[src/hdl/rvseed_pkg.sv]
// rvseed shared types and encodings
package rvseed_pkg;

    typedef logic [31:0] xlen_t;      // one data word
    typedef logic [4:0]  reg_addr_t;  // register index

    typedef enum logic [3:0] {
        ALU_ADD,
        ALU_SUB,
        ALU_SLL,
        ALU_SLT,
        ALU_SLTU,
        ALU_XOR,
        ALU_SRL,
        ALU_SRA,
        ALU_OR,
        ALU_AND,
        ALU_PASS_B   // lui
    } alu_op_e;

    localparam logic [6:0] OPC_OP     = 7'b0110011;
    localparam logic [6:0] OPC_OP_IMM = 7'b0010011;
    localparam logic [6:0] OPC_LUI    = 7'b0110111;

    localparam xlen_t ADDR_PUSH   = 32'h0000_0000;  // write only
    localparam xlen_t ADDR_STATUS = 32'h0000_0004;  // read only, fill count
    localparam xlen_t RESET_PC    = 32'h8000_0000;

    typedef struct packed {
        xlen_t       pc;
        logic [31:0] inst;
    } fetch_t;

    typedef struct packed {
        logic      valid;
        xlen_t     pc;
        xlen_t     src1;
        xlen_t     src2;
        alu_op_e   alu_op;
        reg_addr_t rd;
        logic      reg_wen;
        logic      unknown;
    } id_ex_t;

    typedef struct packed {
        logic      valid;
        xlen_t     pc;
        reg_addr_t rd;
        logic      reg_wen;
        xlen_t     result;
        logic      unknown;
    } ex_wb_t;

    typedef struct packed {
        xlen_t     pc;
        reg_addr_t rd;
        xlen_t     wdata;
        logic      unknown;
    } retire_t;

endpackage

[src/hdl/inst_queue_apb.sv]
// apb instruction queue
`timescale 1ns/100ps
module inst_queue_apb #(
    parameter int DEPTH = 8
) (
    input  logic                clk,
    input  logic                rst_n_i,
    input  logic                psel_i,
    input  logic                penable_i,
    input  logic                pwrite_i,
    input  rvseed_pkg::xlen_t   paddr_i,
    input  rvseed_pkg::xlen_t   pwdata_i,
    output rvseed_pkg::xlen_t   prdata_o,
    output logic                pready_o,
    output logic                pslverr_o,
    output logic                fetch_valid_o,
    output rvseed_pkg::fetch_t  fetch_o
);

    localparam int PTR_W = (DEPTH > 1) ? $clog2(DEPTH) : 1;
    localparam int CNT_W = $clog2(DEPTH + 1);

    logic [31:0]       fifo_mem [DEPTH];
    logic [PTR_W-1:0]  wr_ptr_q;
    logic [PTR_W-1:0]  rd_ptr_q;
    logic [CNT_W-1:0]  count_q;
    rvseed_pkg::xlen_t pc_q;
    logic              hit_push;
    logic              hit_status;
    logic              full;
    logic              empty;
    logic              push;
    logic              pop;

    function automatic logic [PTR_W-1:0] ptr_next(input logic [PTR_W-1:0] ptr);
        return (ptr == PTR_W'(DEPTH - 1)) ? '0 : ptr + 1'b1;  // wraps for any depth
    endfunction

    assign hit_push   = (paddr_i == rvseed_pkg::ADDR_PUSH);
    assign hit_status = (paddr_i == rvseed_pkg::ADDR_STATUS);
    assign full       = (count_q == CNT_W'(DEPTH));
    assign empty      = (count_q == '0);
    assign pop        = !empty;  // decode drains one word per cycle
    assign push       = psel_i && penable_i && pwrite_i && hit_push && !full;

    // wait states only for a push into a full queue
    assign pready_o  = !(psel_i && pwrite_i && hit_push && full);
    assign pslverr_o = psel_i && penable_i &&
                       !((pwrite_i && hit_push) || (!pwrite_i && hit_status));
    assign prdata_o  = (psel_i && !pwrite_i && hit_status) ?
                       {{(32 - CNT_W){1'b0}}, count_q} : '0;

    assign fetch_valid_o = pop;
    assign fetch_o.pc    = pc_q;
    assign fetch_o.inst  = fifo_mem[rd_ptr_q];

    always_ff @(posedge clk or negedge rst_n_i) begin
        if (!rst_n_i) begin
            wr_ptr_q <= '0;
            rd_ptr_q <= '0;
            count_q  <= '0;
            pc_q     <= rvseed_pkg::RESET_PC;
        end else begin
            if (push) begin
                wr_ptr_q <= ptr_next(wr_ptr_q);
            end
            if (pop) begin
                rd_ptr_q <= ptr_next(rd_ptr_q);
                pc_q     <= pc_q + 32'd4;  // pc follows pop order
            end
            case ({push, pop})
                2'b10:   count_q <= count_q + 1'b1;
                2'b01:   count_q <= count_q - 1'b1;
                default: count_q <= count_q;
            endcase
        end
    end

    always_ff @(posedge clk) begin
        if (push) begin
            fifo_mem[wr_ptr_q] <= pwdata_i;
        end
    end

    // a held-off push leaves only the pop, so one slot frees up
    assert property (@(posedge clk) disable iff (!rst_n_i)
        (psel_i && penable_i && pwrite_i && hit_push && full) |=>
            (count_q == CNT_W'(DEPTH - 1)))
        else $error("push accepted while queue full");

endmodule

[src/hdl/regfile.sv]
// integer register file
`timescale 1ns/100ps
module regfile (
    input  logic                  clk,
    input  logic                  rst_n_i,
    input  rvseed_pkg::reg_addr_t raddr1_i,
    input  rvseed_pkg::reg_addr_t raddr2_i,
    output rvseed_pkg::xlen_t     rdata1_o,
    output rvseed_pkg::xlen_t     rdata2_o,
    input  logic                  wen_i,
    input  rvseed_pkg::reg_addr_t waddr_i,
    input  rvseed_pkg::xlen_t     wdata_i
);

    rvseed_pkg::xlen_t regs_q [1:31];  // x0 has no storage

    assign rdata1_o = (raddr1_i == '0) ? '0 : regs_q[raddr1_i];
    assign rdata2_o = (raddr2_i == '0) ? '0 : regs_q[raddr2_i];

    always_ff @(posedge clk or negedge rst_n_i) begin
        if (!rst_n_i) begin
            for (int i = 1; i < 32; i++) begin
                regs_q[i] <= '0;
            end
        end else if (wen_i && waddr_i != '0) begin
            regs_q[waddr_i] <= wdata_i;
        end
    end

endmodule

[src/hdl/id_stage.sv]
// decode and operand forwarding
`timescale 1ns/100ps
module id_stage (
    input  logic                  fetch_valid_i,
    input  rvseed_pkg::fetch_t    fetch_i,
    input  rvseed_pkg::xlen_t     rdata1_i,
    input  rvseed_pkg::xlen_t     rdata2_i,
    output rvseed_pkg::reg_addr_t raddr1_o,
    output rvseed_pkg::reg_addr_t raddr2_o,
    input  rvseed_pkg::ex_wb_t    ex_fwd_i,
    input  rvseed_pkg::ex_wb_t    wb_fwd_i,
    output rvseed_pkg::id_ex_t    id_ex_o
);

    localparam logic [6:0] F7_ZERO = 7'b0000000;
    localparam logic [6:0] F7_ALT  = 7'b0100000;  // sub and sra

    logic [31:0]         inst;
    logic [6:0]          opcode;
    logic [2:0]          funct3;
    logic [6:0]          funct7;
    rvseed_pkg::xlen_t   imm_i;
    rvseed_pkg::xlen_t   imm_u;
    rvseed_pkg::xlen_t   imm;
    rvseed_pkg::xlen_t   rs1_val;
    rvseed_pkg::xlen_t   rs2_val;
    rvseed_pkg::alu_op_e alu_op;
    logic                use_imm;
    logic                legal;

    function automatic rvseed_pkg::alu_op_e funct3_op(input logic [2:0] f3, input logic alt);
        case (f3)
            3'b000:  return alt ? rvseed_pkg::ALU_SUB : rvseed_pkg::ALU_ADD;
            3'b001:  return rvseed_pkg::ALU_SLL;
            3'b010:  return rvseed_pkg::ALU_SLT;
            3'b011:  return rvseed_pkg::ALU_SLTU;
            3'b100:  return rvseed_pkg::ALU_XOR;
            3'b101:  return alt ? rvseed_pkg::ALU_SRA : rvseed_pkg::ALU_SRL;
            3'b110:  return rvseed_pkg::ALU_OR;
            default: return rvseed_pkg::ALU_AND;
        endcase
    endfunction

    // newest producer wins, x0 never forwarded
    function automatic rvseed_pkg::xlen_t fwd_sel(input rvseed_pkg::reg_addr_t rs,
                                                  input rvseed_pkg::xlen_t rf_val,
                                                  input rvseed_pkg::ex_wb_t ex_f,
                                                  input rvseed_pkg::ex_wb_t wb_f);
        if (rs != '0 && ex_f.valid && ex_f.reg_wen && ex_f.rd == rs) begin
            return ex_f.result;
        end
        if (rs != '0 && wb_f.valid && wb_f.reg_wen && wb_f.rd == rs) begin
            return wb_f.result;
        end
        return rf_val;
    endfunction

    assign inst     = fetch_i.inst;
    assign opcode   = inst[6:0];
    assign funct3   = inst[14:12];
    assign funct7   = inst[31:25];
    assign imm_i    = {{20{inst[31]}}, inst[31:20]};
    assign imm_u    = {inst[31:12], 12'b0};
    assign raddr1_o = inst[19:15];
    assign raddr2_o = inst[24:20];
    assign rs1_val  = fwd_sel(raddr1_o, rdata1_i, ex_fwd_i, wb_fwd_i);
    assign rs2_val  = fwd_sel(raddr2_o, rdata2_i, ex_fwd_i, wb_fwd_i);

    always_comb begin
        alu_op  = rvseed_pkg::ALU_ADD;
        use_imm = 1'b0;
        imm     = imm_i;
        legal   = 1'b1;
        case (opcode)
            rvseed_pkg::OPC_OP: begin
                alu_op = funct3_op(funct3, funct7[5]);
                legal  = (funct7 == F7_ZERO) ||
                         (funct7 == F7_ALT && (funct3 == 3'b000 || funct3 == 3'b101));
            end
            rvseed_pkg::OPC_OP_IMM: begin
                use_imm = 1'b1;
                alu_op  = funct3_op(funct3, funct3 == 3'b101 && funct7[5]);  // addi never subs
                if (funct3 == 3'b001) begin
                    legal = (funct7 == F7_ZERO);
                end else if (funct3 == 3'b101) begin
                    legal = (funct7 == F7_ZERO) || (funct7 == F7_ALT);
                end
            end
            rvseed_pkg::OPC_LUI: begin
                alu_op  = rvseed_pkg::ALU_PASS_B;
                use_imm = 1'b1;
                imm     = imm_u;
            end
            default: legal = 1'b0;
        endcase
    end

    always_comb begin
        id_ex_o.valid   = fetch_valid_i;
        id_ex_o.pc      = fetch_i.pc;
        id_ex_o.src1    = rs1_val;
        id_ex_o.src2    = use_imm ? imm : rs2_val;
        id_ex_o.alu_op  = alu_op;
        id_ex_o.rd      = inst[11:7];
        id_ex_o.reg_wen = fetch_valid_i && legal;
        id_ex_o.unknown = fetch_valid_i && !legal;  // retires, writes nothing
    end

endmodule

[src/hdl/pipe_reg.sv]
// generic pipeline stage register
`timescale 1ns/100ps
module pipe_reg #(
    parameter type payload_t = logic [31:0]
) (
    input  logic     clk,
    input  logic     rst_n_i,
    input  payload_t d_i,
    output payload_t q_o
);

    payload_t q_q;

    assign q_o = q_q;

    // all zeros is a bubble, valid bit low
    always_ff @(posedge clk or negedge rst_n_i) begin
        if (!rst_n_i) begin
            q_q <= '0;
        end else begin
            q_q <= d_i;
        end
    end

endmodule

[src/hdl/ex_stage.sv]
// execute stage alu
`timescale 1ns/100ps
module ex_stage (
    input  rvseed_pkg::id_ex_t id_ex_i,
    output rvseed_pkg::ex_wb_t ex_wb_o
);

    rvseed_pkg::xlen_t a;
    rvseed_pkg::xlen_t b;
    rvseed_pkg::xlen_t result;
    logic [4:0]        shamt;

    assign a     = id_ex_i.src1;
    assign b     = id_ex_i.src2;
    assign shamt = b[4:0];  // low five bits only

    always_comb begin
        case (id_ex_i.alu_op)
            rvseed_pkg::ALU_ADD:    result = a + b;
            rvseed_pkg::ALU_SUB:    result = a - b;
            rvseed_pkg::ALU_SLL:    result = a << shamt;
            rvseed_pkg::ALU_SLT:    result = {31'b0, $signed(a) < $signed(b)};
            rvseed_pkg::ALU_SLTU:   result = {31'b0, a < b};
            rvseed_pkg::ALU_XOR:    result = a ^ b;
            rvseed_pkg::ALU_SRL:    result = a >> shamt;
            rvseed_pkg::ALU_SRA:    result = $unsigned($signed(a) >>> shamt);
            rvseed_pkg::ALU_OR:     result = a | b;
            rvseed_pkg::ALU_AND:    result = a & b;
            rvseed_pkg::ALU_PASS_B: result = b;  // lui
            default:                result = '0;
        endcase
    end

    always_comb begin
        ex_wb_o.valid   = id_ex_i.valid;
        ex_wb_o.pc      = id_ex_i.pc;
        ex_wb_o.rd      = id_ex_i.rd;
        ex_wb_o.reg_wen = id_ex_i.reg_wen;
        ex_wb_o.result  = result;
        ex_wb_o.unknown = id_ex_i.unknown;
    end

endmodule

[src/hdl/wb_stage.sv]
// write-back and retire port
`timescale 1ns/100ps
module wb_stage (
    input  logic                  clk,
    input  logic                  rst_n_i,
    input  rvseed_pkg::ex_wb_t    ex_wb_i,
    output logic                  wen_o,
    output rvseed_pkg::reg_addr_t waddr_o,
    output rvseed_pkg::xlen_t     wdata_o,
    output logic                  retire_valid_o,
    output rvseed_pkg::retire_t   retire_o
);

    logic                retire_valid_q;
    rvseed_pkg::retire_t retire_q;
    logic                x0_write;

    assign wen_o    = ex_wb_i.valid && ex_wb_i.reg_wen;
    assign waddr_o  = ex_wb_i.rd;
    assign wdata_o  = ex_wb_i.result;
    assign x0_write = wen_o && (ex_wb_i.rd == '0);

    assign retire_valid_o = retire_valid_q;
    assign retire_o       = retire_q;

    always_ff @(posedge clk or negedge rst_n_i) begin
        if (!rst_n_i) begin
            retire_valid_q <= 1'b0;
        end else begin
            retire_valid_q <= ex_wb_i.valid;
        end
    end

    always_ff @(posedge clk) begin
        retire_q.pc      <= ex_wb_i.pc;
        retire_q.rd      <= ex_wb_i.rd;
        retire_q.wdata   <= (wen_o && !x0_write) ? ex_wb_i.result : '0;  // what rd now holds
        retire_q.unknown <= ex_wb_i.unknown;
    end

    // a retired x0 target always reports zero
    assert property (@(posedge clk) disable iff (!rst_n_i)
        (retire_valid_o && retire_o.rd == '0) |-> (retire_o.wdata == '0))
        else $error("nonzero wdata retired for x0");

endmodule

[src/hdl/rvseed_core.sv]
// rvseed three stage core top
`timescale 1ns/100ps
module rvseed_core #(
    parameter int DEPTH = 8
) (
    input  logic                clk,
    input  logic                rst_n_i,
    input  logic                psel_i,
    input  logic                penable_i,
    input  logic                pwrite_i,
    input  rvseed_pkg::xlen_t   paddr_i,
    input  rvseed_pkg::xlen_t   pwdata_i,
    output rvseed_pkg::xlen_t   prdata_o,
    output logic                pready_o,
    output logic                pslverr_o,
    output logic                retire_valid_o,
    output rvseed_pkg::retire_t retire_o
);

    logic                  fetch_valid;
    rvseed_pkg::fetch_t    fetch;
    rvseed_pkg::reg_addr_t raddr1;
    rvseed_pkg::reg_addr_t raddr2;
    rvseed_pkg::xlen_t     rdata1;
    rvseed_pkg::xlen_t     rdata2;
    rvseed_pkg::id_ex_t    id_ex_d;
    rvseed_pkg::id_ex_t    id_ex_q;
    rvseed_pkg::ex_wb_t    ex_wb_d;   // also the execute forward path
    rvseed_pkg::ex_wb_t    ex_wb_q;   // also the write-back forward path
    logic                  rf_wen;
    rvseed_pkg::reg_addr_t rf_waddr;
    rvseed_pkg::xlen_t     rf_wdata;

    inst_queue_apb #(.DEPTH(DEPTH)) u_inst_queue (
        .clk(clk),
        .rst_n_i(rst_n_i),
        .psel_i(psel_i),
        .penable_i(penable_i),
        .pwrite_i(pwrite_i),
        .paddr_i(paddr_i),
        .pwdata_i(pwdata_i),
        .prdata_o(prdata_o),
        .pready_o(pready_o),
        .pslverr_o(pslverr_o),
        .fetch_valid_o(fetch_valid),
        .fetch_o(fetch)
    );

    id_stage u_id_stage (
        .fetch_valid_i(fetch_valid),
        .fetch_i(fetch),
        .rdata1_i(rdata1),
        .rdata2_i(rdata2),
        .raddr1_o(raddr1),
        .raddr2_o(raddr2),
        .ex_fwd_i(ex_wb_d),
        .wb_fwd_i(ex_wb_q),
        .id_ex_o(id_ex_d)
    );

    regfile u_regfile (
        .clk(clk),
        .rst_n_i(rst_n_i),
        .raddr1_i(raddr1),
        .raddr2_i(raddr2),
        .rdata1_o(rdata1),
        .rdata2_o(rdata2),
        .wen_i(rf_wen),
        .waddr_i(rf_waddr),
        .wdata_i(rf_wdata)
    );

    pipe_reg #(.payload_t(rvseed_pkg::id_ex_t)) u_id_ex_reg (
        .clk(clk),
        .rst_n_i(rst_n_i),
        .d_i(id_ex_d),
        .q_o(id_ex_q)
    );

    ex_stage u_ex_stage (
        .id_ex_i(id_ex_q),
        .ex_wb_o(ex_wb_d)
    );

    pipe_reg #(.payload_t(rvseed_pkg::ex_wb_t)) u_ex_wb_reg (
        .clk(clk),
        .rst_n_i(rst_n_i),
        .d_i(ex_wb_d),
        .q_o(ex_wb_q)
    );

    wb_stage u_wb_stage (
        .clk(clk),
        .rst_n_i(rst_n_i),
        .ex_wb_i(ex_wb_q),
        .wen_o(rf_wen),
        .waddr_o(rf_waddr),
        .wdata_o(rf_wdata),
        .retire_valid_o(retire_valid_o),
        .retire_o(retire_o)
    );

endmodule

[config.mk]
export PLATFORM = sky130hd
export DESIGN_NAME = rvseed_core
export DESIGN_NICKNAME = d
export VERILOG_FILES = /design/src/hdl/rvseed_pkg.sv /design/src/hdl/inst_queue_apb.sv /design/src/hdl/regfile.sv /design/src/hdl/id_stage.sv /design/src/hdl/pipe_reg.sv /design/src/hdl/ex_stage.sv /design/src/hdl/wb_stage.sv /design/src/hdl/rvseed_core.sv
export SDC_FILE = /design/constraint.sdc
export NUM_CORES = 2
export LEC_CHECK = 0
export BUFFER_PORTS_ARGS = -buffer_cell sky130_fd_sc_hd__buf_2
export CAP_MARGIN = 20
export CORE_MARGIN = 5
export CORE_UTILIZATION = 50
export CTS_BUF_LIST = sky130_fd_sc_hd__clkbuf_2 sky130_fd_sc_hd__clkbuf_4 sky130_fd_sc_hd__clkbuf_8
export DETAILED_ROUTE_END_ITERATION = 10
export PLACE_DENSITY = 0.66
export SYNTH_ARGS = -nofsm -noshare
export SYNTH_HDL_FRONTEND = slang
export SYNTH_SLANG_ARGS = --single-unit
[constraint.sdc]
create_clock -name clk -period 11.1 [get_ports clk]
set_input_delay 2.22 -clock clk [delete_from_list [all_inputs] [get_ports clk]]
set_output_delay 2.22 -clock clk [all_outputs]
set_load 0.02 [all_outputs]
==> results.json <==
{
  "grt_pass1_wl_um": 467000,
  "drc": 0,
  "worst_setup_path_end_kind": "flop",
  "netlist_top_cells_area": "dfrtp_1 (36%), mux2_2 (14%), nand2_1 (9.2%)",
  "route.final.wire_length_um": 319000,
  "clk_pin_slew_worst_paths_ns": 0.06,
  "overflow": 0,
  "antenna_left": 0,
  "skew_ns": 0.111,
  "syn_area_per_cell_um2": 9.78,
  "outcome": "completed",
  "synth_ff_type": "dfrtp_1",
  "cts_resized": 0,
  "gp_congestion": 0.984,
  "cts_root_buffer": "clkbuf_8",
  "required_ns": 12.01,
  "final_nets": 8662,
  "rsz0062_at_grt": "no",
  "synth_cell_types": 104,
  "crit_arrival_ns": 7.16,
  "synthArstFlopShare": 0.789,
  "hold_violations": 0,
  "synth-seq-cells": 1533,
  "syn_inst": 8623,
  "grt_pass1_vias": 69300,
  "cts_buffer_depth": 4,
  "grt_max_degree": 189,
  "synth_area_leader_cell": "dfrtp_1",
  "place_hpwl_um": 186000,
  "start_kind": "flop",
  "stdcell_area_um2": 92600,
  "cts_buffers": 282,
  "vias": 72900,
  "core_um2": 167000,
  "max_slew_margin": 0.172,
  "die_x_um": 421,
  "track_usage": 0.353,
  "cts.sinks": 1533,
  "clock_latency_ns": 1.03,
  "p_leak_nw": 39.7,
  "ir_worst_vdd_mv": 0.128,
  "dieArea_um2": 177000,
  "power_density_nw_per_um2": 122,
  "netlist_area_um2": 84400,
  "htree_levels": 5,
  "ys_warn_count": 0,
  "crit_type": "flop to flop",
  "post-cts-setup-buffers": 0,
  "chipHeight_um": 421,
  "drt_first_pass_iters": 9,
  "io_pins": 174,
  "area_delta_synth_final_pct": 9.73,
  "numPortBuffers": 143,
  "drv_cap": 0,
  "critPathMaxFanout": 39,
  "finalSetupTns_ns": 0,
  "wl_per_cell_um": 29.3,
  "antenna_found_initial": 10,
  "drive_gt1_frac": 0.239,
  "start_util": 0.504,
  "min_path_type": "flop to flop",
  "viasPerCell": 6.70,
  "cts_hold_buffers": 0,
  "fin_crit_sh": 0.563,
  "layout_min_cycle_time_ns": 6.25,
  "setup_viol": 0,
  "synth_edf_count": 256,
  "slew_viol_final": 0,
  "cts_tree": "done",
  "worst_slew_pin_slew_ns": 1.24,
  "placed_area_um2": 86500,
  "fmax_ghz": 0.160,
  "drt_iter0_drc": 10900,
  "ys_seq_area_frac": 0.466,
  "rows": 150,
  "synth_top_cell_area_share": 0.358
}
-- cells in the mapped netlist, drive strengths merged, types with 130 or more instances --
cell type,instances
buf,360
mux2,1035
mux4,130
nand3,749
nand2,2072
clkbuf,423
and3,147
o21ai,175
a21oi,345
a311oi,202
nor2,228
dfrtp,1208
edfxtp,256
-- path summary, 6_finish.rpt --
check	slack (ns)	depth (start not counted)	start	endpoint
worst max-delay path	4.85	9	u_inst_queue.rd_ptr_q[2]	u_id_ex_reg.q_o[25]
worst min-delay path	0.32	0	u_ex_wb_reg.q_o[55]	u_wb_stage.retire_o[54]
worst max register to register	4.85	9	u_inst_queue.rd_ptr_q[2]	u_id_ex_reg.q_o[25]
worst min register to register	0.32	0	u_ex_wb_reg.q_o[55]	u_wb_stage.retire_o[54]
max in group asynchronous	7.61	3	rst_n_i	u_id_ex_reg.q_o[14]
min in group asynchronous	1.23	1	rst_n_i	u_regfile.regs_q[116]
-- per-stage QoR --
step            util  instances  total power (W)  setup slack (ns)  hold slack [ns]
2_1_floorplan      -       8652          0.00584              4.92            0.324
3_3_place_gp   0.516      10400          0.00595              5.22            0.327
3_5_place_dp   0.517      10400          0.00595              5.21            0.327
4_1_cts        0.550      10900           0.0114              5.21            0.332
5_1_grt        0.553      10900           0.0116              4.87            0.346
6_report       0.553      10900           0.0113              4.85            0.317
-- power breakdown --
part / switching, W / internal, W / total (W)
logic: 0.000113 / 0.0000157 / 0.000128
registers: 0.00000000719 / 0.00572 / 0.00572
clock network: 0.00238 / 0.00307 / 0.00545
total: 0.00249 / 0.00880 / 0.0113
-- layout make-up --
class,count,area [µm²]
antenna,5,12.5
clock buffer,439,5350
clock inverter,36,226
fill,14600,74800
inverter,123,462
multi-input combinational,6213,41800
sequential,1533,39300
tap,2204,2760
timing repair buffer,329,2640
-- cells by family (layout without fill, tap and decap cells) --
kind of cell | after synthesis | count (layout) | synth area share
AND/OR/NAND/NOR | 3506 | 3506 | 0.181
XOR/XNOR | 59 | 59 | 0.00613
adder cells (fa/ha/maj) | 111 | 111 | 0.0167
other | 1 | 35 | 0.0000445
buffers and inverters | 906 | 927 | 0.0450
flip-flops | 1533 | 1533 | 0.466
multiplexers | 1233 | 1233 | 0.181
AO/OA/AOI/OAI | 1274 | 1274 | 0.104
-- critical path, stage by stage, from the launching register on --
cell and delay (ns):
dfrtp_2 0.81, buf_4 0.61, mux2_2 0.43, mux4_4 0.93, xnor2_1 0.31, nand4bb_1 0.87, nor2_4 1.20, a21oi_1 0.18
o22ai_1 0.49, a221o_1 0.24
-- placed cells by master, fill, tap and decap left out, types with 97 or more instances in the layout --
cell	n
a21oi_1	344
a311oi_1	202
a31oi_1	97
and3_1	147
buf_2	143
buf_4	152
clkbuf_4	110
clkbuf_8	329
dfrtp_1	1201
edfxtp_1	256
ha_1	108
inv_1	120
mux2_2	1031
mux4_2	125
nand2_1	2056
nand3_1	749
nor2_1	200
o21ai_0	173
-- state kept, by name (all words and copies together), names as in the netlist --
| register | count |
|---|---|
| u_inst_queue.wr_ptr_q | 3 |
| u_inst_queue.pc_q | 30 |
| u_wb_stage.retire_valid_o | 1 |
| u_regfile.regs_q | 992 |
| u_id_ex_reg.q_o | 106 |
| u_inst_queue.count_q | 4 |
| u_inst_queue.rd_ptr_q | 3 |
| u_wb_stage.retire_o | 68 |
| u_ex_wb_reg.q_o | 70 |
| u_inst_queue.fifo_mem | 256 |
-- layer usage --
metal | global-route usage | routed length, µm
met2 | 0.510 | 135000
met5 | 0.00328 | 123
met3 | 0.101 | 38100
met4 | 0.226 | 24100
met1 | 0.466 | 121000
No activity file was read; power rests on OpenSTA's default activity.
